<file path="config.mk">
export PLATFORM = sky130hd
export DESIGN_NAME = line_unpacker
export DESIGN_NICKNAME = d
export VERILOG_FILES = /design/src/hdl/loader_pkg.sv /design/src/hdl/line_unpacker.sv
export SDC_FILE = /design/constraint.sdc
export NUM_CORES = 1
export LEC_CHECK = 0
export ABC_CLOCK_PERIOD_IN_PS = 17500
export BUFFER_PORTS_ARGS = -buffer_cell sky130_fd_sc_hd__buf_2
export CAP_MARGIN = 10
export CORE_AREA = 2 2 212 214
export CTS_BUF_LIST = sky130_fd_sc_hd__clkbuf_8
export DETAILED_ROUTE_END_ITERATION = 8
export DIE_AREA = 0 0 214 216
export GPL_TIMING_DRIVEN = 0
export PLACE_DENSITY_LB_ADDON = 0.2
export SLEW_MARGIN = 20
export SYNTH_ARGS = -nofsm -noshare
export SYNTH_HDL_FRONTEND = slang
export SYNTH_SLANG_ARGS = --single-unit
</file>
<file path="constraint.sdc">
create_clock -name clk -period 17.5 [get_ports clk]
set_input_delay 0 -clock clk [delete_from_list [all_inputs] [get_ports clk]]
set_output_delay 0 -clock clk [all_outputs]
set_load 0.02 [all_outputs]
</file>
<file path="src/hdl/loader_pkg.sv">
package loader_pkg;

    localparam int CORES      = 4;
    localparam int INSN_WORDS = 64;    // per core
    localparam int DATA_WORDS = 128;   // per core
    localparam int LINE_BITS  = 512;
    localparam int LINE_WORDS = 16;
    localparam int LINE_BYTES = 64;    // address step per line

    // one memory word and one bus line
    typedef logic [31:0] word_t;
    typedef logic [LINE_BITS-1:0] line_t;

    // byte address on the master
    typedef logic [63:0] mem_addr_t;

    typedef logic [$clog2(CORES)-1:0] core_t;

    // sized for the data image
    typedef logic [$clog2(DATA_WORDS)-1:0] word_index_t;

    // 12 lines from the image base
    typedef logic [3:0] line_index_t;

endpackage

</file>
<file path="src/hdl/line_unpacker.sv">
module line_unpacker (
    input  logic              clk,
    input  logic              reset,
    input  logic              m0_readdatavalid,
    input  loader_pkg::line_t m0_readdata,
    input  logic              shift,
    output logic              line_ready,
    output loader_pkg::word_t word
);
    import loader_pkg::*;

    line_t line_q;

    // most significant word goes out first
    assign word = line_q[LINE_BITS-1 -: $bits(word_t)];

    always_ff @(posedge clk) begin
        if (m0_readdatavalid) begin
            line_q <= m0_readdata;
        end else if (shift) begin
            line_q <= line_q << $bits(word_t);
        end
    end

    always_ff @(posedge clk) begin
        if (reset) begin
            line_ready <= 1'b0;
        end else begin
            line_ready <= m0_readdatavalid;
        end
    end

endmodule

</file>
==> qor.yml, run 1 <==
placement:
  dp_hpwl_um: 37900
  port_buffers: 547
  routabilityCongestion: 0.869
logic_synthesis:
  syn_inst: 1116
  yosys_register_bits: 513
  synth_top_area_cell: "edfxtp_1"
  ys_seq_area_frac: 0.705
  synth.area.top_cells: "edfxtp_1, mux2_2, buf_6"
  yosysTopAreaCellShare: 0.704
  yosysWarnings: 0
  syn_area_mm2: 0.0218
  yosysUniqueCellTypes: 11
  synth.avg_cell_area_um2: 19.6
  syn-num-nets: 1632
clocking:
  tritoncts.num_buffers: 85
  cts_hold_buffers: 482
  htree_levels: 3
  clock_sinks: 513
  cts-root-buf: "clkbuf_8"
  clockBufferDepth: 3
  cts_setup_buffers: 0
  ctsResizeCount: 0
floorplanning:
  die_h_um: 216
  io_pins: 549
  chipWidth_um: 214
  rows: 77
  start_util: 0.498
outcome:
  status: "did not finish"
  error: "[ERROR RSZ-0060] Max buffer count reached."
  haltStage: "clock tree synthesis"
## kinds of logic after synthesis
logic type,count (synthesis),share of synthesized area
DFF,513,0.705
and+or+nand+nor,34,0.00974
buffers and inverters,89,0.0378
muxes,480,0.248
## per-stage QoR
stage / instance area [µm²] / std cells / hold WS (ps) / setup slack, ps
2_1_floorplan: 21800 / 1116 / 71.6 / 10330
3_3_place_gp: 25300 / 2255 / 166 / 7620
3_5_place_dp: 25600 / 2265 / 160 / 14460
## Yosys cell counts
library cell	number
buf_4	33
or2_2	1
dfxtp_1	1
buf_2	5
edfxtp_1	512
clkbuf_1	3
nor2b_1	1
and2_1	32
mux2_1	2
buf_6	48
mux2_2	478
==> run 2: changes to the inputs <==
CORE_AREA = 2 2 253 255   (was 2 2 212 214)
CTS_BUF_LIST = default   (was sky130_fd_sc_hd__clkbuf_8)
DIE_AREA = 0 0 255 257   (was 0 0 214 216)
PLACE_DENSITY_LB_ADDON = 0.15   (was 0.2)
==> qor.yml, run 2 <==
outcome:
  status: "finished, final reports clean"
flow_run:
  cap_violations: 0
clocking:
  tritoncts.num_buffers: 56
  htree_levels: 2
  clockBufferDepth: 3
  cts.reportedPaths.clkPinSlew_ps: 60
  ctsResizeCount: 0
  cts-root-buf: "clkbuf_16"
  clock_sinks: 513
  insertion_delay_ps: 590
  cts_tree: "yes"
  cts_setup_buffers: 0
floorplanning:
  io_pins: 549
  coreArea_mm2: 0.0627
  chipWidth_um: 255
  rows: 92
  die-area_mm2: 0.0655
  start_util: 0.348
  die_h_um: 257
critical_path:
  critPathMaxStageDelay_ps: 540
  crit_fanout: 54
  crit_arrival_ps: 2650
  path_common_cell: "buf_16"
  crit_chain: "buf_6, buf_6, buf_4, or2_4, buf_12, buf_16, buf_16, buf_16"
  crit_family: "buffers and inverters"
  startpoint: "m0_readdatavalid"
  required_ps: 17760
  regToRegEndpoint: "line_q[282]"
  crit_slowest_cell: "or2_4"
  worstReg2RegStart: "line_q[250]"
  critical_path_buf_inv_count: 7
  path_class: "in2reg"
  reg2reg_depth: 1
  r2r_setup_slack_ps: 16450
  cp-end-kind: "flip-flop"
  start_kind: "input port"
cells_and_area:
  reg_top3: "line_q (512), line_ready (1)"
  layout_commonest_cell: "buf_2"
  mostFrequentLayoutCells: "buf_2, dlygate4sd3_1, edfxtp_1"
  syn2layout_area_growth_pct: 49.8
  largest_reg_flops: 512
  final_cell_area_mm2: 0.0327
  nNetsFinal: 2760
  largest-register: "line_q"
  drive_gt1_frac: 0.522
  fin_cells: 3147
logic_synthesis:
  synth.avg_cell_area_um2: 19.6
  synth.most_common_cell: "edfxtp_1"
  synth_async_sr_flop_share: 0
  ys_seq_area_frac: 0.705
  yosysWarnings: 0
  syn_inst: 1116
  syn_area_mm2: 0.0218
  synth_top_area_cell: "edfxtp_1"
  yosys_register_bits: 513
  syn-num-nets: 1632
  yosysUniqueCellTypes: 11
  synth_edf_count: 512
  yosysTopAreaCellShare: 0.704
  synth.area.top_cells: "edfxtp_1, mux2_2, buf_6"
  synth_flop_cell: "edfxtp_1"
  synthTopCellsByCount: "edfxtp_1, mux2_2, buf_6, buf_4, and2_1"
detailed_routing:
  drc: 0
  drt_iter0_drc: 495
  vias_per_cell: 4.30
  vias: 13500
  drt_pass1_iterations: 4
  totalWireLength_um: 56200
  wl_per_cell_um: 17.9
  postRouteAntennaNets: 0
min_path:
  hold_class: "in2reg"
  whs_endpoint: "line_ready"
  min_from: "reset"
  hold_depth: 3
power:
  power_density_mw_per_mm2: 91.9
  p_switching_uw: 635
  clock_power_share: 0.359
  switching_share: 0.211
  p_leak_nw: 12.9
  seq_power_share: 0.513
  peakVddDrop_mv: 0.0613
  power.internal_mw: 2.37
  p_comb_frac: 0.128
grt:
  grt_max_degree: 58
  grt_use_total: 0.170
  grt_overflow: 0
  grt_pass1_wl_um: 85000
  grt_pass1_vias: 15200
  antenna_found_initial: 23
timing:
  slew_headroom: 0.627
  finalSetupTns_ps: 0
  finalHoldViolCount: 0
  period_share: 0.137
  skew_ps: 8.34
  slew_violations: 0
  fin_crit_ps: 2400
  worst_slew_pin_slew_ps: 560
  fmax_mhz: 417
  setup_violations: 0
  rsz0062_at_grt: "no"
placement:
  port_buffers: 547
  placed_cell_area_mm2: 0.0259
  dp_hpwl_um: 39700
  placed_cells: 2519
  routabilityCongestion: 0.771
==> run 2: cell counts after synthesis <==
No cell type changed its count.
==> run 2: logic make-up after synthesis <==
family | synth area share
buf+inv | 0.0378
flops | 0.705
mux | 0.248
simple gates | 0.00974
==> run 2: what timing repair did <==
item,in CTS,in global routing
setup endpoints to repair,0,0
hold endpoints to repair,513,0
hold buffers,513,0
==> run 2: worst max path at each step <==
stage	to	cells past startpoint	slack, ps
floorplan	line_q[0]	4	10330
global placement	line_q[503]	4	7090
CTS	line_q[400]	8	15040
detailed placement	line_q[497]	8	14400
finish	line_q[505]	8	15100
global route	line_q[462]	8	14900
==> run 2: layer usage <==
layer,global-route usage,vias up,part of all wire
met4,0.0413,6,0.019
met2,0.317,376,0.53
met5,0,-,0.00059
met3,0.0436,84,0.058
met1,0.190,6476,0.39
li1,-,6605,-
==> run 2: power by group through the flow <==
stage | registers (mW) | clock network, mW | logic [mW]
after global placement | 1.59 | 0 | 0.279
after floorplan | 1.57 | 0 | 0.184
final | 1.54 | 1.08 | 0.385
after detailed placement | 1.57 | 0 | 0.290
after global routing | 1.56 | 1.16 | 0.419
after CTS | 1.54 | 1.10 | 0.390
==> run 2: area by class of cell <==
type,count,area (µm²)
antenna,20,50.0
buffer,89,825
clock buffer,77,1520
clock inverter,18,110
fill,5164,30000
multi-input combinational,514,5620
sequential,513,15400
tap,846,1060
timing repair buffer,1070,8130
==> run 2: worst min-delay path, stage by stage <==
cell and delay, ps:
dlygate4sd3_1 520, buf_2 100, nor2b_1 30
==> run 2: stage by stage <==
stage               total power, mW  setup slack, ps   util  hold slack, ps
floorplan                      1.75            10330      -            71.6
global placement               1.87             7090  0.409             160
detailed placement             1.86            14400  0.413             159
CTS                            3.04            15040  0.521            67.4
global route                   3.13            14900  0.521            73.6
finish                         3.01            15100  0.521             105
No activity file was read; power rests on OpenSTA's default activity.
