## config.mk

```make
export PLATFORM = sky130hd
export DESIGN_NAME = loader_ctrl
export DESIGN_NICKNAME = d
export VERILOG_FILES = /design/src/hdl/loader_pkg.sv /design/src/hdl/loader_ctrl.sv
export SDC_FILE = /design/constraint.sdc
export NUM_CORES = 1
export LEC_CHECK = 0
export BUFFER_PORTS_ARGS = -buffer_cell sky130_fd_sc_hd__buf_2
export CAP_MARGIN = 20
export CORE_MARGIN = 2
export CORE_UTILIZATION = 45
export DETAILED_ROUTE_END_ITERATION = 8
export PLACE_DENSITY = 0.71
export SYNTH_ARGS = -nofsm -noshare
export SYNTH_HDL_FRONTEND = slang
export SYNTH_SLANG_ARGS = --single-unit
export TNS_END_PERCENT = 100
```

## constraint.sdc

```tcl
create_clock -name clk -period 1.8 [get_ports clk]
set_input_delay 0.36 -clock clk [delete_from_list [all_inputs] [get_ports clk]]
set_output_delay 0.36 -clock clk [all_outputs]
set_load 0.01 [all_outputs]
```

## src/hdl/loader_pkg.sv

```systemverilog
package loader_pkg;

    localparam int CORES      = 4;
    localparam int INSN_WORDS = 64;    // per core
    localparam int DATA_WORDS = 128;   // per core
    localparam int LINE_BITS  = 512;
    localparam int LINE_WORDS = 16;
    localparam int LINE_BYTES = 64;    // address step per line

    // one memory word and one bus line
    typedef logic [31:0] word_t;
    typedef logic [LINE_BITS-1:0] line_t;

    // byte address on the master
    typedef logic [63:0] mem_addr_t;

    typedef logic [$clog2(CORES)-1:0] core_t;

    // sized for the data image
    typedef logic [$clog2(DATA_WORDS)-1:0] word_index_t;

    // 12 lines from the image base
    typedef logic [3:0] line_index_t;

endpackage

```

## src/hdl/loader_ctrl.sv

```systemverilog
module loader_ctrl (
    input  logic                    clk,
    input  logic                    reset,
    input  logic                    kick,
    input  loader_pkg::core_t       target_core,
    input  logic                    line_ready,
    output logic                    busy,
    output logic                    start,
    output logic                    line_req,
    output loader_pkg::line_index_t line_index,
    output logic                    word_we,
    output logic                    shift,
    output logic                    word_is_data,
    output loader_pkg::word_index_t word_index,
    output loader_pkg::core_t       core_sel
);
    import loader_pkg::*;

    enum logic [2:0] {
        IDLE,
        REQ,
        WAIT_LINE,
        WRITE_INSN,
        WRITE_DATA
    } state;

    line_index_t line_cnt;
    word_index_t word_cnt;
    core_t       core_q;
    logic        group_done;
    logic        insn_phase;

    assign group_done = &word_cnt[$clog2(LINE_WORDS)-1:0];    // last word of the line
    assign insn_phase = line_cnt < line_index_t'(INSN_WORDS / LINE_WORDS);

    assign start        = kick && (state == IDLE);
    assign busy         = start || (state != IDLE);
    assign line_req     = (state == REQ);
    assign line_index   = line_cnt;
    assign word_we      = (state == WRITE_INSN) || (state == WRITE_DATA);
    assign shift        = word_we;    // one word leaves the line per write
    assign word_is_data = (state == WRITE_DATA);
    assign word_index   = word_cnt;
    assign core_sel     = core_q;

    always_ff @(posedge clk) begin
        if (start) begin
            core_q <= target_core;
        end
    end

    always_ff @(posedge clk) begin
        if (reset) begin
            state    <= IDLE;
            line_cnt <= '0;
            word_cnt <= '0;
        end else begin
            case (state)
                IDLE: begin
                    if (kick) begin
                        state    <= REQ;
                        line_cnt <= '0;
                        word_cnt <= '0;
                    end
                end
                REQ: begin
                    state <= WAIT_LINE;
                end
                WAIT_LINE: begin
                    if (line_ready) begin
                        if (insn_phase) begin
                            state <= WRITE_INSN;
                        end else begin
                            state <= WRITE_DATA;
                        end
                    end
                end
                WRITE_INSN: begin
                    word_cnt <= word_cnt + 1'b1;
                    if (group_done) begin
                        line_cnt <= line_cnt + 1'b1;
                        state    <= REQ;
                        if (word_cnt == word_index_t'(INSN_WORDS - 1)) begin
                            word_cnt <= '0;    // data image starts at word 0
                        end
                    end
                end
                WRITE_DATA: begin
                    word_cnt <= word_cnt + 1'b1;
                    if (group_done) begin
                        line_cnt <= line_cnt + 1'b1;
                        if (word_cnt == word_index_t'(DATA_WORDS - 1)) begin
                            state <= IDLE;
                        end else begin
                            state <= REQ;
                        end
                    end
                end
                default: begin
                    state <= IDLE;
                end
            endcase
        end
    end

endmodule

```

==> flow_summary.toml, run 1 <==
[detailed_routing]
viasPerCell = 5.42
final_antenna_net_count = 0
drtPass1Iterations = 4
routedWlPerCell_um = 13.0
wl_mm = 2.05
vias = 857
drcViolationCount = 0
dr.first_iter.drc_count = 15

[floorplanning]
die_area_um2 = 2330
die_h_um = 48.2
rows = 16
fp.coreArea_um2 = 1900
io_pins = 25
die_x_um = 48.2
initial_core_util = 0.463

[clock_network]
htree_levels = 1
clockBufferDepth = 2
cts-root-buf = "clkbuf_4"
clk_pin_slew_ns = 0.09
cts_tree = "done"
clock_sinks = 16
hold_buffers = 0
numCtsBuffers = 3
clock_latency_ns = 0.29

[logic_synthesis]
netlist-cell-type-count = 41
synth_top_area_share = 0.318
ys_async_sr_fraction = 0
synth_seq_area_share = 0.386
synth.largest_area_cell = "dfxtp_1"
syn_nets = 108
yosysWarnings = 0
syn_area_per_cell_um2 = 8.81
syn_area_um2 = 881
synth_area_leaders = "dfxtp_1, edfxtp_1, a21oi_1"
synth_enable_flop_cells = 2
synth.most_common_cell = "dfxtp_1"
synth-main-ff-cell = "dfxtp_1"
synth-seq-cells = 16
syn-instance-count = 100
ys_top_cells_by_count = "dfxtp_1, a21oi_1, nand2_1, o21ai_0"

[setup_path]
worst_setup_path_start_kind = "register"
critPathKind = "register to primary output"
crit_slowest_cell = "or3b_4"
critPathTopFamily = "simple AND/OR/NAND/NOR gates"
critPathRequiredTime_ns = 1.44
slowest_delay_ns = 0.47
path_cells = "or3b_4, nand2_8, buf_2"
crit_buf_inv = 1
end_kind = "primary output"
crit_fanout = 11
cp.arrival_ns = 1.40

[sta]
maxSlewViolCount = 0
finalSetupViolations = 0
min_period_ns = 1.76
setup_ws_ns = 0.0382
tightest_slew_ns = 0.266
slew_headroom = 0.822
fin_tns_setup_ns = 0
final_hold_viol_count = 0
min_period_over_period = 0.979
rsz0062_at_grt = "false"
skew_ns = 0.00210
fmax_mhz = 568

[placed_design]
place_congestion = 0.832
dp_slack_ns = 0.0976
portBuffers = 24
hpwl_mm = 1.48

[power_and_ir_drop]
net-switching-power_uw = 430
power.share.switching = 0.370
power_mw = 1.16
power_frac_clock = 0.177
ir_worst_vdd_mv = 0.691
p_int_uw = 733
combinationalPowerShare = 0.420
power_density_nw_per_um2 = 1030
pwr-share-seq = 0.404
leakage_nw = 0.499

[layout]
area_delta_synth_final_pct = 27.6
nets = 140
drive_above_1_share = 0.374
antenna_cells = 0

[status]
outcome = "finished clean"

[global_routing]
grt_overflow = 0
grt_usage = 0.193
antenna_found_initial = 0
grt_pass1_vias = 728
grt_first_pass_wirelength_mm = 3.11
grt_max_degree = 14

[run]
maxCapViolCount = 0

[worst_hold_path]
hold_path_class = "primary input to register"
## path summary, 6_finish.rpt
| check | to | depth (start not counted) | startpoint | slack [ns] |
|---|---|---|---|---|
| min | core_sel[1] | 1 | target_core[1] | 0.23 |
| min reg2reg | state[1] | 1 | state[2] | 0.49 |
| max reg2reg | line_index[2] | 5 | word_index[1] | 0.15 |
| max | word_we | 3 | state[0] | 0.04 |
## worst reg2reg max path: stages (launching register included)
cell	delay, ns
dfxtp_1	0.40
ha_1	0.22
and3_2	0.25
a21oi_1	0.08
or4_1	0.41
a211oi_1	0.22
## final cells by class
cell class              instances  area (um^2)
multi-input cells              72          499
fillers                       171          778
well taps                      27         33.8
flip-flops and latches         16          347
inverters                       4         15.0
clock buffers                   4         26.3
repair buffers                 35          203
## kinds of logic after synthesis
| group | after synthesis | share of synthesized area |
|---|---|---|
| flops | 16 | 0.386 |
| xor+xnor | 1 | 0.00994 |
| simple gates | 37 | 0.257 |
| compound gates | 31 | 0.233 |
| buf+inv | 12 | 0.0738 |
| fa+ha+maj | 2 | 0.0284 |
| mux | 1 | 0.0114 |
## power groups by stage
stage / clock (mW) / combinational (mW) / sequential (mW)
3_3_place_gp: 0 / 0.469 / 0.469
2_1_floorplan: 0 / 0.313 / 0.460
4_1_cts: 0.209 / 0.489 / 0.467
6_report: 0.205 / 0.488 / 0.469
5_1_grt: 0.222 / 0.547 / 0.474
3_5_place_dp: 0 / 0.470 / 0.470
## timing repair
action / 4_1_cts / 5_1_grt
resized for setup: 8 / 1
buffers inserted: 0 / 1
gates cloned: 0 / 0
setup endpoints to repair: 4 / 3
pin swaps: 0 / 1
## sequential cells by signal, summed over array words and instances, names as in the netlist
signal	flops
line_index	4
state	3
core_sel	2
word_index	7
## through the flow
| stage | cells | util | instance area, um^2 | hold WS, ns |
|---|---|---|---|---|
| floorplan | 100 | - | 881 | 0.459 |
| global placement | 153 | 0.557 | 1060 | 0.499 |
| detailed placement | 153 | 0.557 | 1060 | 0.512 |
| CTS | 157 | 0.586 | 1110 | 0.228 |
| global route | 158 | 0.591 | 1120 | 0.231 |
| finish | 158 | 0.591 | 1120 | 0.233 |
## layout by cell type, fill, tap and decap left out, types with 2 or more instances in the layout
cell type,Yosys,final
a21oi_1,10,10
a311oi_1,2,2
a31oi_1,2,2
and3_1,3,2
buf_2,1,24
buf_4,1,11
clkbuf_4,0,3
dfxtp_1,14,11
dfxtp_2,0,2
edfxtp_1,2,2
ha_1,2,2
inv_1,4,4
nand2_1,6,6
nand2b_1,3,3
nand3_1,4,4
nand3b_1,2,2
nand4_1,2,2
nor2_1,4,4
nor3_1,3,3
o21ai_0,5,5
o31ai_1,3,3
or4_1,2,2
## layer usage
metal / routed length, um / share of wire / track usage
met3: 86 / 0.042 / 0.0444
met1: 898 / 0.44 / 0.262
met2: 1010 / 0.49 / 0.279
met5: 0 / 0 / 0
met4: 51 / 0.025 / 0.108
Power figures use the tool's default switching activity.
==> inputs of run 2 (changes only) <==
Settings changed: ABC_AREA from default to 1, HOLD_SLACK_MARGIN from default to 0.02, PLACE_DENSITY 0.71 to 0.7.
==> flow_summary.toml, run 2 <==
[setup_path]
crit_fanout = 7
cp.arrival_ns = 1.33
crit_slowest_cell = "dfxtp_1"
slowest_delay_ns = 0.40
critPathRequiredTime_ns = 1.44
worst_setup_path_start_kind = "register"
end_kind = "primary output"
cp-startpoint = "state[1]"
crit_top_cell = "nor2_2"
rr_startpoint = "word_index[0]"
path_cells = "nor2_2, nand2_1, nor2_2, buf_2"
critPathKind = "register to primary output"
reg2reg_slack_ns = 0.32

[logic_synthesis]
synth_area_leaders = "dfxtp_1, nand2_1, inv_1"
synth_enable_flop_cells = 2
yosysWarnings = 0
synth-seq-cells = 16
syn_area_um2 = 957
synth_top_area_share = 0.293
synth.most_common_cell = "nand2_1"
netlist-cell-type-count = 22
synth.largest_area_cell = "dfxtp_1"
ys_top_cells_by_count = "nand2_1, inv_1, dfxtp_1, nand3_1, nor2_1"
syn_nets = 150
synth_seq_area_share = 0.356
ys_async_sr_fraction = 0
syn_area_per_cell_um2 = 6.74
syn-instance-count = 142
synth-main-ff-cell = "dfxtp_1"

[global_routing]
grt_max_degree = 10
grt_overflow = 0
grt_pass1_vias = 883
grt_first_pass_wirelength_mm = 3.72
grt_usage = 0.193
antenna_found_initial = 0

[placed_design]
hpwl_mm = 1.57
dp_slack_ns = 0.335
portBuffers = 24
place_congestion = 0.861
dp_cells = 192

[power_and_ir_drop]
pwr-share-seq = 0.318
p_int_uw = 781
combinationalPowerShare = 0.547
power_density_nw_per_um2 = 1330
leakage_nw = 0.550
net-switching-power_uw = 727
power_frac_clock = 0.135
power.share.switching = 0.482
power_mw = 1.51
ir_worst_vdd_mv = 0.610

[detailed_routing]
drcViolationCount = 0
viasPerCell = 4.87
wl_mm = 2.07
drtPass1Iterations = 4
final_antenna_net_count = 0
routedWlPerCell_um = 10.6
vias = 954
dr.first_iter.drc_count = 9

[clock_network]
clk_pin_slew_ns = 0.10
cts-root-buf = "clkbuf_4"
cts_tree = "done"
numCtsBuffers = 3
clock_latency_ns = 0.29
cts_setup_buffers = 0
clockBufferDepth = 2
clock_sinks = 16
htree_levels = 1

[sta]
setup_ws_ns = 0.108
final_hold_viol_count = 0
fmax_mhz = 591
fin_tns_setup_ns = 0
skew_ns = 0.00661
min_period_over_period = 0.940
rsz0062_at_grt = "false"
min_period_ns = 1.69
tightest_slew_ns = 0.292
finalSetupViolations = 0
maxSlewViolCount = 0
slew_headroom = 0.805

[worst_hold_path]
hp-start = "target_core[0]"
hold_path_class = "primary input to register"

[layout]
nets = 178
fill_cells = 191
instances_no_fill = 196
area_delta_synth_final_pct = 18.3
drive_above_1_share = 0.260
final_common_cell = "nand2_1"
antenna_cells = 0
mostFrequentLayoutCells = "nand2_1, buf_2, inv_1"
largest_register_ffs = 7

[floorplanning]
fp.coreArea_um2 = 1980
initial_core_util = 0.483
io_pins = 25
die_h_um = 50.1
die_area_um2 = 2510
die_x_um = 50.1
rows = 16

[status]
outcome = "finished clean"

[run]
maxCapViolCount = 0
## run 2: cell types whose count changed after synthesis, sizes merged, moves of 4 or more
| cell | change |
|---|---|
| clkbuf | -4 |
| nand3 | +13 |
| nor2 | +9 |
| inv | +19 |
| nand2 | +44 |
## run 2: cell type report
type	instances	area, um^2	area share
multi-input cells	102	523	0.462
inverters	23	88.8	0.0785
clock buffers	4	26.3	0.0232
repair buffers	24	120	0.106
flip-flops and latches	16	340	0.301
well taps	27	33.8	0.0298
## run 2: final timing paths
kind,endpoint,depth (start not counted)
worst min-delay path,core_sel[0],1
worst min register to register,line_index[3],2
worst max register to register,word_index[4],10
worst max-delay path,start,4
## run 2: timing repair
item | CTS | global route
hold buffers | 0 | 0
endpoints found under the setup margin | 0 | 1
resized for setup | 0 | 1
hold endpoints to repair | 0 | 0
## run 2: critical path: cells and delay by family (launching register included)
kind / cells / cell delay [ns]
buffers and inverters: 1 / 0.16
DFF: 1 / 0.40
and+or+nand+nor: 3 / 0.48
## run 2: through the flow
stage	util	hold slack, ns	cell area [um^2]
6_report	0.571	0.241	1130
2_1_floorplan	-	0.422	957
4_1_cts	0.570	0.227	1130
5_1_grt	0.571	0.223	1130
3_3_place_gp	0.557	0.475	1100
3_5_place_dp	0.557	0.481	1100
## run 2: logic make-up after synthesis
family	share of synthesized area
AOI/OAI and AO/OA	0.0876
DFF	0.356
adders and majority gates	0.0261
and+or+nand+nor	0.430
buffers and inverters	0.101
## run 2: power groups by stage
stage	sequential, mW	combinational, mW	clock, mW
global route	0.487	0.942	0.227
CTS	0.480	0.821	0.211
finish	0.480	0.825	0.203
global placement	0.485	0.806	0
floorplan	0.494	0.629	0
detailed placement	0.488	0.817	0
## run 2: per-layer routing
layer,part of all wire,track usage,up-vias
met5,0,0,-
met4,0.021,0.0972,0
met3,0.047,0.0212,5
met2,0.46,0.338,23
met1,0.47,0.230,420
li1,-,-,506
