==> config.mk <==
export PLATFORM = sky130hd
export DESIGN_NAME = mem_read_port
export DESIGN_NICKNAME = d
export VERILOG_FILES = /design/src/hdl/loader_pkg.sv /design/src/hdl/mem_read_port.sv
export SDC_FILE = /design/constraint.sdc
export NUM_CORES = 1
export LEC_CHECK = 0
export BUFFER_PORTS_ARGS = -buffer_cell sky130_fd_sc_hd__buf_2
export CAP_MARGIN = 25
export CELL_PAD_IN_SITES_DETAIL_PLACEMENT = 0
export CELL_PAD_IN_SITES_GLOBAL_PLACEMENT = 1
export CORE_MARGIN = 8
export CORE_UTILIZATION = 46
export DETAILED_ROUTE_END_ITERATION = 8
export HOLD_SLACK_MARGIN = 0.02
export PLACE_DENSITY_LB_ADDON = 0.25
export SYNTH_ARGS = -nofsm -noshare
export SYNTH_HDL_FRONTEND = slang
export SYNTH_SLANG_ARGS = --single-unit
==> constraint.sdc <==
create_clock -name clk -period 3.65 [get_ports clk]
set_input_delay 0.73 -clock clk [delete_from_list [all_inputs] [get_ports clk]]
set_output_delay 0.73 -clock clk [all_outputs]
set_load 0.05 [all_outputs]
==> src/hdl/loader_pkg.sv <==
package loader_pkg;

    localparam int CORES      = 4;
    localparam int INSN_WORDS = 64;    // per core
    localparam int DATA_WORDS = 128;   // per core
    localparam int LINE_BITS  = 512;
    localparam int LINE_WORDS = 16;
    localparam int LINE_BYTES = 64;    // address step per line

    // one memory word and one bus line
    typedef logic [31:0] word_t;
    typedef logic [LINE_BITS-1:0] line_t;

    // byte address on the master
    typedef logic [63:0] mem_addr_t;

    typedef logic [$clog2(CORES)-1:0] core_t;

    // sized for the data image
    typedef logic [$clog2(DATA_WORDS)-1:0] word_index_t;

    // 12 lines from the image base
    typedef logic [3:0] line_index_t;

endpackage

==> src/hdl/mem_read_port.sv <==
module mem_read_port (
    input  logic                    clk,
    input  logic                    reset,
    input  logic                    start,
    input  loader_pkg::mem_addr_t   base_addr,
    input  logic                    line_req,
    input  loader_pkg::line_index_t line_index,
    input  logic                    m0_waitrequest,
    output logic                    m0_read,
    output loader_pkg::mem_addr_t   m0_address
);
    import loader_pkg::*;

    mem_addr_t base_q;
    mem_addr_t line_offset;

    // line index times the line size in bytes
    assign line_offset = mem_addr_t'(line_index) << $clog2(LINE_BYTES);

    always_ff @(posedge clk) begin
        if (start) begin
            base_q <= base_addr;
        end
    end

    always_ff @(posedge clk) begin
        if (line_req) begin
            m0_address <= base_q + line_offset;
        end
    end

    always_ff @(posedge clk) begin
        if (reset) begin
            m0_read <= 1'b0;
        end else if (line_req) begin
            m0_read <= 1'b1;
        end else if (!m0_waitrequest) begin
            m0_read <= 1'b0;    // accepted this cycle
        end
    end

endmodule

==> metrics.txt, run 1 <==
initial antenna violation count=0; share of layout cells above drive strength 1=35.6%; number of max-cap violations=0; GPL Wtd Cong=0.785; critical path type=in2reg; net count after synthesis=410; Hold WC Path Type=reg2reg; routed wire length=11100 um; GRT Resource Usage Total=15.7%; M3 GR Usage=6.62%; post-synthesis sequential area ratio=74.0%; Startpoint Class=input pin; pin count of the biggest net entering global routing=65; CTS resizes=0; Synth top area share=73.6%; wire per inst=17.2 um; final-stage net count=568; DP HPWL=8040 um; Final ANT Viol Nets=0; WP data arrival=2.77 ns; status=finished, final reports clean; CP endpoint kind=flip-flop; via count=3207; Die X=123 um; Port Buffer Count=137; FMAX=382 MHz; Setup Skew=0.00923 ns; Yosys warning count=0; P&R area growth vs syn=29.0%; Initial Util=46.5%; synthesized area=0.00522 mm^2; Async SR Flop Fraction=0%; CTS Buf Count=17; drt drc=0; maximum vdd drop=0.411 mV; Top Ports=138; register bit total from synthesis=129; grt total ovfl=0; Design Area, Final=0.00673 mm^2; Multi-input gate area=0.00131 mm^2; first-pass GRT wire length=17400 um; antenna cell count=0; die height=123 um; main flop type after synthesis=edfxtp_1; min Tclk post-route=2.61 ns; gr busiest metal=met2; setup total negative slack=0 ns; Synth area leader=edfxtp_1; Hold Path Stages=0; CTS tree=yes; H-Tree Depth=4; Required @ worst endpoint=3.81 ns; M2 GR Usage=25.8%; Lkg Pwr=2.61 nW; # fillers=907; RSZ-0062 raised after global routing=false; number of synthesized flops with an enable pin=128; synthesized instance count=332; Tcrit/Tclk final=71.6%; Slew @ Worst Pin=0.825 ns; total core area=0.0112 mm^2; CTS sink cnt=129; Yosys cell types=30; pwr/cell area=595 mW/mm^2; ranking of synthesized cells by area=edfxtp_1 (74%), xor2_1 (5.7%), xnor2_1 (3.7%); Avg Cell Area, Syn=15.7 um^2; latest clock arrival within the worst-skew pair=0.42 ns; Final setup viols=0; Die ar.=0.0150 mm^2; Root Driver=clkbuf_16; cts hold-fix bufs=0; Reg2Reg Depth=8; relative slew slack=45.0%; Longest Clk Path Bufs=2; post-CTS setup buffer count=0; vias per cell=4.96; vias in the first global route=3396; TritonRoute pass-1 iters=4; DR iter-0 viols=217; met1 usage=17.8%; clk slew on worst S/H paths=0.06 ns; final hold viol count=0; register area=0.00386 mm^2; pins over their slew limit=0; row count=39; placed cell areas=0.00611 mm^2; crit-path max FO=7
## layout make-up
| cell class | count | share of cell area [%] |
|---|---|---|
| Inverter | 11 | 0.613 |
| Timing Repair Buffer | 140 | 10.7 |
| Multi-Input combinational cell | 191 | 19.5 |
| Sequential cell | 129 | 57.4 |
| Tap cell | 143 | 2.66 |
| Clock buffer | 17 | 6.32 |
| Clock inverter | 15 | 2.84 |
## cell families after synthesis
logic type | Yosys count | synth area share [%]
AO/OA/AOI/OAI | 11 | 1.44
XOR/XNOR | 56 | 9.40
adder cells (fa/ha/maj) | 5 | 1.34
buffers and inverters | 12 | 0.887
flip-flops | 129 | 74.0
AND/OR/NAND/NOR | 119 | 12.9
## cells in the final DEF, fill, tap and decap left out, types with 2 or more instances in the layout
master,n
a21oi_1,4
nor2_1,21
nor4_1,8
inv_1,11
and2_1,3
ha_1,4
buf_2,137
nand4_2,2
nor3_2,2
bufinv_16,4
xor2_1,34
buf_4,2
nand3_4,2
nand2b_1,2
xnor2_1,22
nand2_1,20
nand4_1,15
nor3_1,15
nand3_1,17
and3_1,9
edfxtp_1,128
clkbuf_16,17
clkinv_1,3
clkinvlp_4,5
a211oi_1,2
## final timing paths
path                                    start             end  slack, ns
worst max-delay path            line_index[0]  m0_address[44]       1.04
worst min-delay path                base_q[0]   m0_address[0]       0.42
worst max register to register      base_q[6]  m0_address[44]       1.10
worst min register to register      base_q[0]   m0_address[0]       0.42
## sequential cells by signal (all words and copies together), names as in the netlist
signal,count
m0_address,64
m0_read,1
base_q,64
## critical path, cell delays in order
cell      delay, ns
buf_2          0.08
ha_1           0.18
inv_1          0.06
fa_1           0.39
nand2b_1       0.24
a211oi_2       0.32
nand4_2        0.28
nor4_2         0.38
xor2_1         0.10
## synthesized netlist by cell type, types with 2 or more instances
master    count
edfxtp_1    128
xor2_1       34
xnor2_1      22
nor2_1       21
nand2_1      20
nand3_1      17
nand4_1      15
nor3_1       15
inv_1        11
and3_1        9
nor4_1        8
a21oi_1       4
ha_1          4
and2_1        3
a211oi_1      2
nand2b_1      2
nand3_4       2
nand4_2       2
nor3_2        2
## layer usage
layer  vias to the layer above  wire, um
met4                         0       138
met3                        15       853
met5                         -         0
met1                      1524      4560
met2                       101      5530
li1                       1567         -
## power breakdown
group          total [mW]  switching, mW  internal, mW
sequential           1.84         0.0669          1.77
clock                1.75          0.614          1.13
combinational       0.422          0.307         0.116
## per-stage QoR
step	setup WS, ns	util [%]	cells	hold slack (ns)	power [mW]
finish	1.04	60.0	646	0.417	4.01
global route	0.854	60.0	646	0.422	4.15
CTS	1.03	60.0	646	0.419	4.04
detailed placement	0.615	54.5	614	0.406	2.29
global placement	0.681	54.5	614	0.401	2.28
floorplan	0.987	-	332	0.400	2.13
No activity file was read; power rests on OpenSTA's default activity.
==> run 2: changes to the inputs <==
- CORE_UTILIZATION: 46 -> 43
- clock period: 3.65 -> 2.6 ns (I/O delays scaled with it)
==> run 2 against run 1 <==
Combinational power is 44% higher. Global-route usage is 0.67 points lower. Flip-flop and latch count stayed put. Core utilization is 2.9 points lower. Final area is 0.93% higher. Critical path depth is 1 lower. Cell count is 1.5% higher. Total power is 37% higher. Register-to-register slack worse by 0.93 ns. Non-clock buffer count is 7 higher. Worst hold slack worse by 0.15 ns.
==> metrics.txt, run 2 (synthesized netlist as in run 1, its figures left out) <==
latest clock arrival within the worst-skew pair=0.42 ns (about the same); Required @ worst endpoint=2.75 ns (was 3.81 ns); commonest cells after routing, fill and taps aside=buf_2 (137), edfxtp_1 (128), xor2_1 (34) (unchanged); min Tclk post-route=2.43 ns; Hold WC Path Type=in2reg (was reg2reg); # fillers=972 (was 907); Die ar.=0.0159 mm^2 (was 0.0150 mm^2); M3 GR Usage=6.08% (was 6.62%); total core area=0.0119 mm^2 (was 0.0112 mm^2); pin count of the biggest net entering global routing=66 (was 65); RSZ-0062 raised after global routing=false (unchanged); met1 usage=16.0% (was 17.8%); pins over their slew limit=0 (unchanged); final hold viol count=0 (unchanged); Top Ports=138 (unchanged); final-stage net count=575 (was 568); Setup Skew=0.0128 ns (was 0.00923 ns); Die X=126 um (was 123 um); routed wire length=11400 um (was 11100 um); Slew @ Worst Pin=0.487 ns (was 0.825 ns); Worst path max stage delay=0.38 ns (was 0.39 ns); most common cell after layout, fill and taps aside=buf_2 (unchanged); TritonRoute pass-1 iters=5 (was 4); CP endpoint kind=flip-flop (unchanged); setup total negative slack=0 ns (unchanged); placed cell areas=0.00620 mm^2 (was 0.00611 mm^2); P&R area growth vs syn=30.2% (was 29.0%); Longest Clk Path Bufs=2 (unchanged); Final ANT Viol Nets=0 (unchanged); Design Area, Final=0.00679 mm^2 (was 0.00673 mm^2); Startpoint Class=flip-flop (was input pin); WP data arrival=2.57 ns (was 2.77 ns); H-Tree Depth=4 (unchanged); vias in the first global route=3584 (was 3396); status=finished, final reports clean (unchanged); CP max stage cell=fa_1 (unchanged); via count=3241 (was 3207); die height=126 um (was 123 um); FMAX=412 MHz; Top Registers=base_q (64), m0_address (64), m0_read (1) (unchanged); drt drc=0 (unchanged); pwr/cell area=808 mW/mm^2 (was 595 mW/mm^2); row count=40 (was 39); wire per inst=17.4 um (was 17.2 um); CTS sink cnt=129 (unchanged); grt total ovfl=0 (unchanged); antenna cell count=0 (unchanged); DR iter-0 viols=213 (was 217); vias per cell=4.94 (was 4.96); gr busiest metal=met2 (unchanged); PnR worst setup slack=0.175 ns (was 1.04 ns); CTS tree=yes (unchanged); first-pass GRT wire length=18000 um (was 17400 um); Final setup viols=0 (unchanged); GPL Wtd Cong=0.714 (was 0.785); cts hold-fix bufs=0 (unchanged); M2 GR Usage=25.5% (was 25.8%); pre-CTS WS=-0.179 ns (was 0.615 ns); critical path type=reg2reg (was in2reg); maximum vdd drop=0.450 mV (was 0.411 mV); Port Buffer Count=137 (unchanged); Lkg Pwr=2.64 nW (was 2.61 nW); clk slew on worst S/H paths=0.06 ns (about the same); relative slew slack=67.3% (was 45.0%); initial antenna violation count=0 (unchanged); CTS Buf Count=17 (unchanged); crit-path max FO=7 (unchanged); Tcrit/Tclk final=93.3%; r2r setup slk=0.17 ns (was 1.10 ns); GRT Resource Usage Total=15.0% (was 15.7%); number of max-cap violations=0 (unchanged); share of layout cells above drive strength 1=36.3% (was 35.6%); CP Cell Sequence=ha_1, inv_1, fa_1, nand2b_1, a211oi_4, nand4_4, nor4_2, xor2_1 (was buf_2, ha_1, inv_1, fa_1, nand2b_1, a211oi_2, nand4_2, nor4_2, xor2_1); Initial Util=43.8% (was 46.5%); Root Driver=clkbuf_16 (unchanged); DP HPWL=8220 um (was 8040 um)
run 2: cell types whose count changed in the layout (fill, tap and decap cells not counted), moves of 2 or more:
| cell | change |
|---|---|
| buf_12 | +2 |
| clkinv_2 | +2 |
| clkbuf_1 | +2 |
| buf_4 | +5 |
run 2: path summary, 6_finish.rpt:
| check | startpoint | to | depth (start not counted) |
|---|---|---|---|
| setup reg to reg | base_q[6] | m0_address[44] | 8 |
| hold / removal | reset | m0_read | 2 |
| setup / recovery | base_q[6] | m0_address[44] | 8 |
| hold reg to reg | base_q[4] | m0_address[4] | 0 |
run 2: cell type report:
| class | instances | area (um^2) | area share [%] |
|---|---|---|---|
| flip-flops and latches | 129 | 3860 | 56.9 |
| multi-input cells | 191 | 1330 | 19.6 |
| repair buffers | 147 | 798 | 11.7 |
| clock buffers | 19 | 433 | 6.37 |
| well taps | 147 | 184 | 2.71 |
| clock inverters | 12 | 143 | 2.10 |
| inverters | 11 | 41.3 | 0.608 |
run 2: repair_timing:
action / CTS / global route
setup buffers: 0 / 0
endpoints found under the setup margin: 0 / 8
resized for setup: 0 / 3
run 2: critical path: cells and delay by family (launching register included):
kind | cells | cell delay [ns]
buffers and inverters | 1 | 0.06
AO/OA/AOI/OAI | 1 | 0.34
XOR/XNOR | 1 | 0.10
flip-flops | 1 | 0.32
adder cells (fa/ha/maj) | 2 | 0.54
AND/OR/NAND/NOR | 3 | 0.79
run 2: where the power goes:
| part | internal [mW] | total, mW | leakage, nW | switching [mW] |
|---|---|---|---|---|
| sequential | 2.48 | 2.58 | 1.26 | 0.0969 |
| combinational | 0.171 | 0.606 | 1.11 | 0.435 |
| clock | 1.49 | 2.30 | 0.270 | 0.816 |
run 2: stage by stage:
stage	util [%]	hold WS [ns]	power, mW	cells
2_1_floorplan	-	0.400	2.99	332
3_3_place_gp	52.0	0.401	3.22	625
3_5_place_dp	52.0	0.405	3.23	625
4_1_cts	56.9	0.239	5.55	656
5_1_grt	57.0	0.252	5.68	656
6_report	57.0	0.270	5.49	656
run 2: per-layer routing:
layer / vias up / part of all wire [%]
li1: 1586 / -
met1: 1540 / 40
met2: 109 / 52
met3: 6 / 7.2
met4: 0 / 0.74
met5: - / 0
==> run 3: changes to the inputs <==
- PLACE_DENSITY_LB_ADDON: 0.25 -> 0.1
==> run 3 against run 2 <==
Clock skew about the same. Largest power group is now clock. Sequential power about the same. Clock-buffer cell count down 1. Non-clock buffer count rose by 2. Worst setup slack worse by 0.0092 ns. Register-to-register slack about the same. Critical path type unchanged. Final area rose by 1.9%. Die area unchanged. Via count grew 0.52%. Core utilization up 1.1 points. Flip-flop and latch count is the same. Clock power rose by 16%.
==> metrics.txt, run 3 (synthesized netlist as in run 1, its figures left out) <==
status=finished, final reports clean (unchanged); part of the power in the clock network=45.6% (was 41.9%); routed wire length=11200 um (was 11400 um); initial antenna violation count=0 (unchanged); Top Registers=base_q (64), m0_address (64), m0_read (1) (unchanged); Pint=4.45 mW (was 4.14 mW); latest clock arrival within the worst-skew pair=0.42 ns (about the same); net switching power=1.40 mW (was 1.35 mW); CTS Buf Count=17 (unchanged); DP HPWL=7990 um (was 8220 um); Setup Skew=0.0125 ns (was 0.0128 ns); TritonRoute pass-1 iters=4 (was 5); Tcrit/Tclk final=93.6% (was 93.3%); Die ar.=0.0159 mm^2 (unchanged); antenna cell count=0 (unchanged); Final setup viols=0 (unchanged); Longest Clk Path Bufs=2 (unchanged); Hold Crit Start=reset (unchanged); maximum vdd drop=0.556 mV (was 0.450 mV); most common cell after layout, fill and taps aside=buf_2 (unchanged); via count=3258 (was 3241); wire per inst=16.9 um (was 17.4 um); setup total negative slack=0 ns (unchanged); vias in the first global route=3609 (was 3584); cts hold-fix bufs=0 (unchanged); post-layout utilization of the core=58.1% (was 57.0%); first-pass GRT wire length=17900 um (was 18000 um); total core area=0.0119 mm^2 (unchanged); Hold WC Path Type=in2reg (unchanged); r2r setup slk=0.17 ns (about the same); H-Tree Depth=4 (unchanged); Die X=126 um (unchanged); P&R area growth vs syn=32.6% (was 30.2%); reg-to-reg startpoint=base_q[6] (unchanged); Slew @ Worst Pin=0.490 ns (was 0.487 ns); GRT Resource Usage Total=14.8% (was 15.0%); relative slew slack=67.1% (was 67.3%); crit-path max FO=4 (was 7); critical path type=reg2reg (unchanged); Initial Util=43.8% (unchanged); pins over their slew limit=0 (unchanged); Design Area, Final=0.00692 mm^2 (was 0.00679 mm^2); min Tclk post-route=2.43 ns (about the same); Root Driver=clkbuf_16 (unchanged); Startpoint Class=flip-flop (unchanged); Comb power frac=10.3% (was 11.0%); grt total ovfl=0 (unchanged); WP data arrival=2.59 ns (was 2.57 ns); Lkg Pwr=2.69 nW (was 2.64 nW); final hold viol count=0 (unchanged); Final ANT Viol Nets=0 (unchanged); placed cell areas=0.00619 mm^2 (was 0.00620 mm^2); clk slew on worst S/H paths=0.05 ns (was 0.06 ns); vias per cell=4.94 (about the same); sequential share of power=44.1% (was 47.0%); CTS sink cnt=129 (unchanged); row count=40 (unchanged); die height=126 um (unchanged); Required @ worst endpoint=2.75 ns (about the same); drt drc=0 (unchanged); sw frac=23.9% (was 24.6%); share of layout cells above drive strength 1=38.3% (was 36.3%); GPL Wtd Cong=0.762 (was 0.714); CP endpoint kind=flip-flop (unchanged); pin count of the biggest net entering global routing=66 (unchanged); CTS tree=yes (unchanged); Setup crit start=base_q[6] (unchanged); FMAX=411 MHz (was 412 MHz); Port Buffer Count=137 (unchanged); final-stage net count=577 (was 575); Top Ports=138 (unchanged); commonest cells after routing, fill and taps aside=buf_2 (137), edfxtp_1 (128), xor2_1 (34) (unchanged); pwr/cell area=844 mW/mm^2 (was 808 mW/mm^2); DR iter-0 viols=161 (was 213); number of max-cap violations=0 (unchanged)
==> run 3: metal layers <==
layer | GRT usage, % | routed length, um | up-vias
met2 | 24.4 | 5420 | 105
li1 | - | - | 1587
met1 | 15.3 | 4560 | 1549
met5 | 0 | 0 | -
met4 | 6.86 | 183 | 0
met3 | 8.06 | 992 | 17
==> run 3: final cells by class <==
type | count | area [um^2]
fillers | 975 | 4990
flip-flops and latches | 129 | 3860
multi-input cells | 191 | 1370
repair buffers | 149 | 801
clock buffers | 18 | 429
clock inverters | 14 | 238
well taps | 147 | 184
inverters | 11 | 41.3
==> run 3: through the flow <==
| stage | std cells | power, mW | hold WS [ns] | setup WS, ns |
|---|---|---|---|---|
| final | 659 | 5.85 | 0.265 | 0.166 |
| after global routing | 659 | 6.04 | 0.243 | -0.00116 |
| after CTS | 658 | 5.90 | 0.244 | 0.0436 |
| after detailed placement | 626 | 3.23 | 0.405 | -0.223 |
| after global placement | 626 | 3.22 | 0.403 | -0.158 |
| after floorplan | 332 | 2.99 | 0.400 | 0.147 |
==> run 3: path summary, 6_finish.rpt <==
| kind | end | cells past startpoint |
|---|---|---|
| worst max register to register | m0_address[58] | 9 |
| worst min-delay path | m0_read | 2 |
| worst max-delay path | m0_address[58] | 9 |
| worst min register to register | m0_address[1] | 0 |
==> run 3: power groups by stage <==
stage | sequential (mW) | clock, mW | combinational [mW]
2_1_floorplan | 2.87 | 0 | 0.124
3_3_place_gp | 2.62 | 0 | 0.600
3_5_place_dp | 2.62 | 0 | 0.604
4_1_cts | 2.58 | 2.71 | 0.605
5_1_grt | 2.60 | 2.80 | 0.642
6_report | 2.58 | 2.67 | 0.601
==> run 3: worst max-delay path: stages (launching register included) <==
cell and delay [ns]:
edfxtp_1 0.32, ha_1 0.17, inv_1 0.06, fa_1 0.41, nand2b_1 0.22, a211oi_4 0.31
buf_4 0.18, nand3_2 0.15, nor4_2 0.25, xor2_1 0.11
==> run 3: timing repair <==
| action | 4_1_cts | 5_1_grt |
|---|---|---|
| gates resized for setup | 0 | 9 |
| endpoints found under the setup margin | 0 | 15 |
| buffers inserted | 0 | 1 |
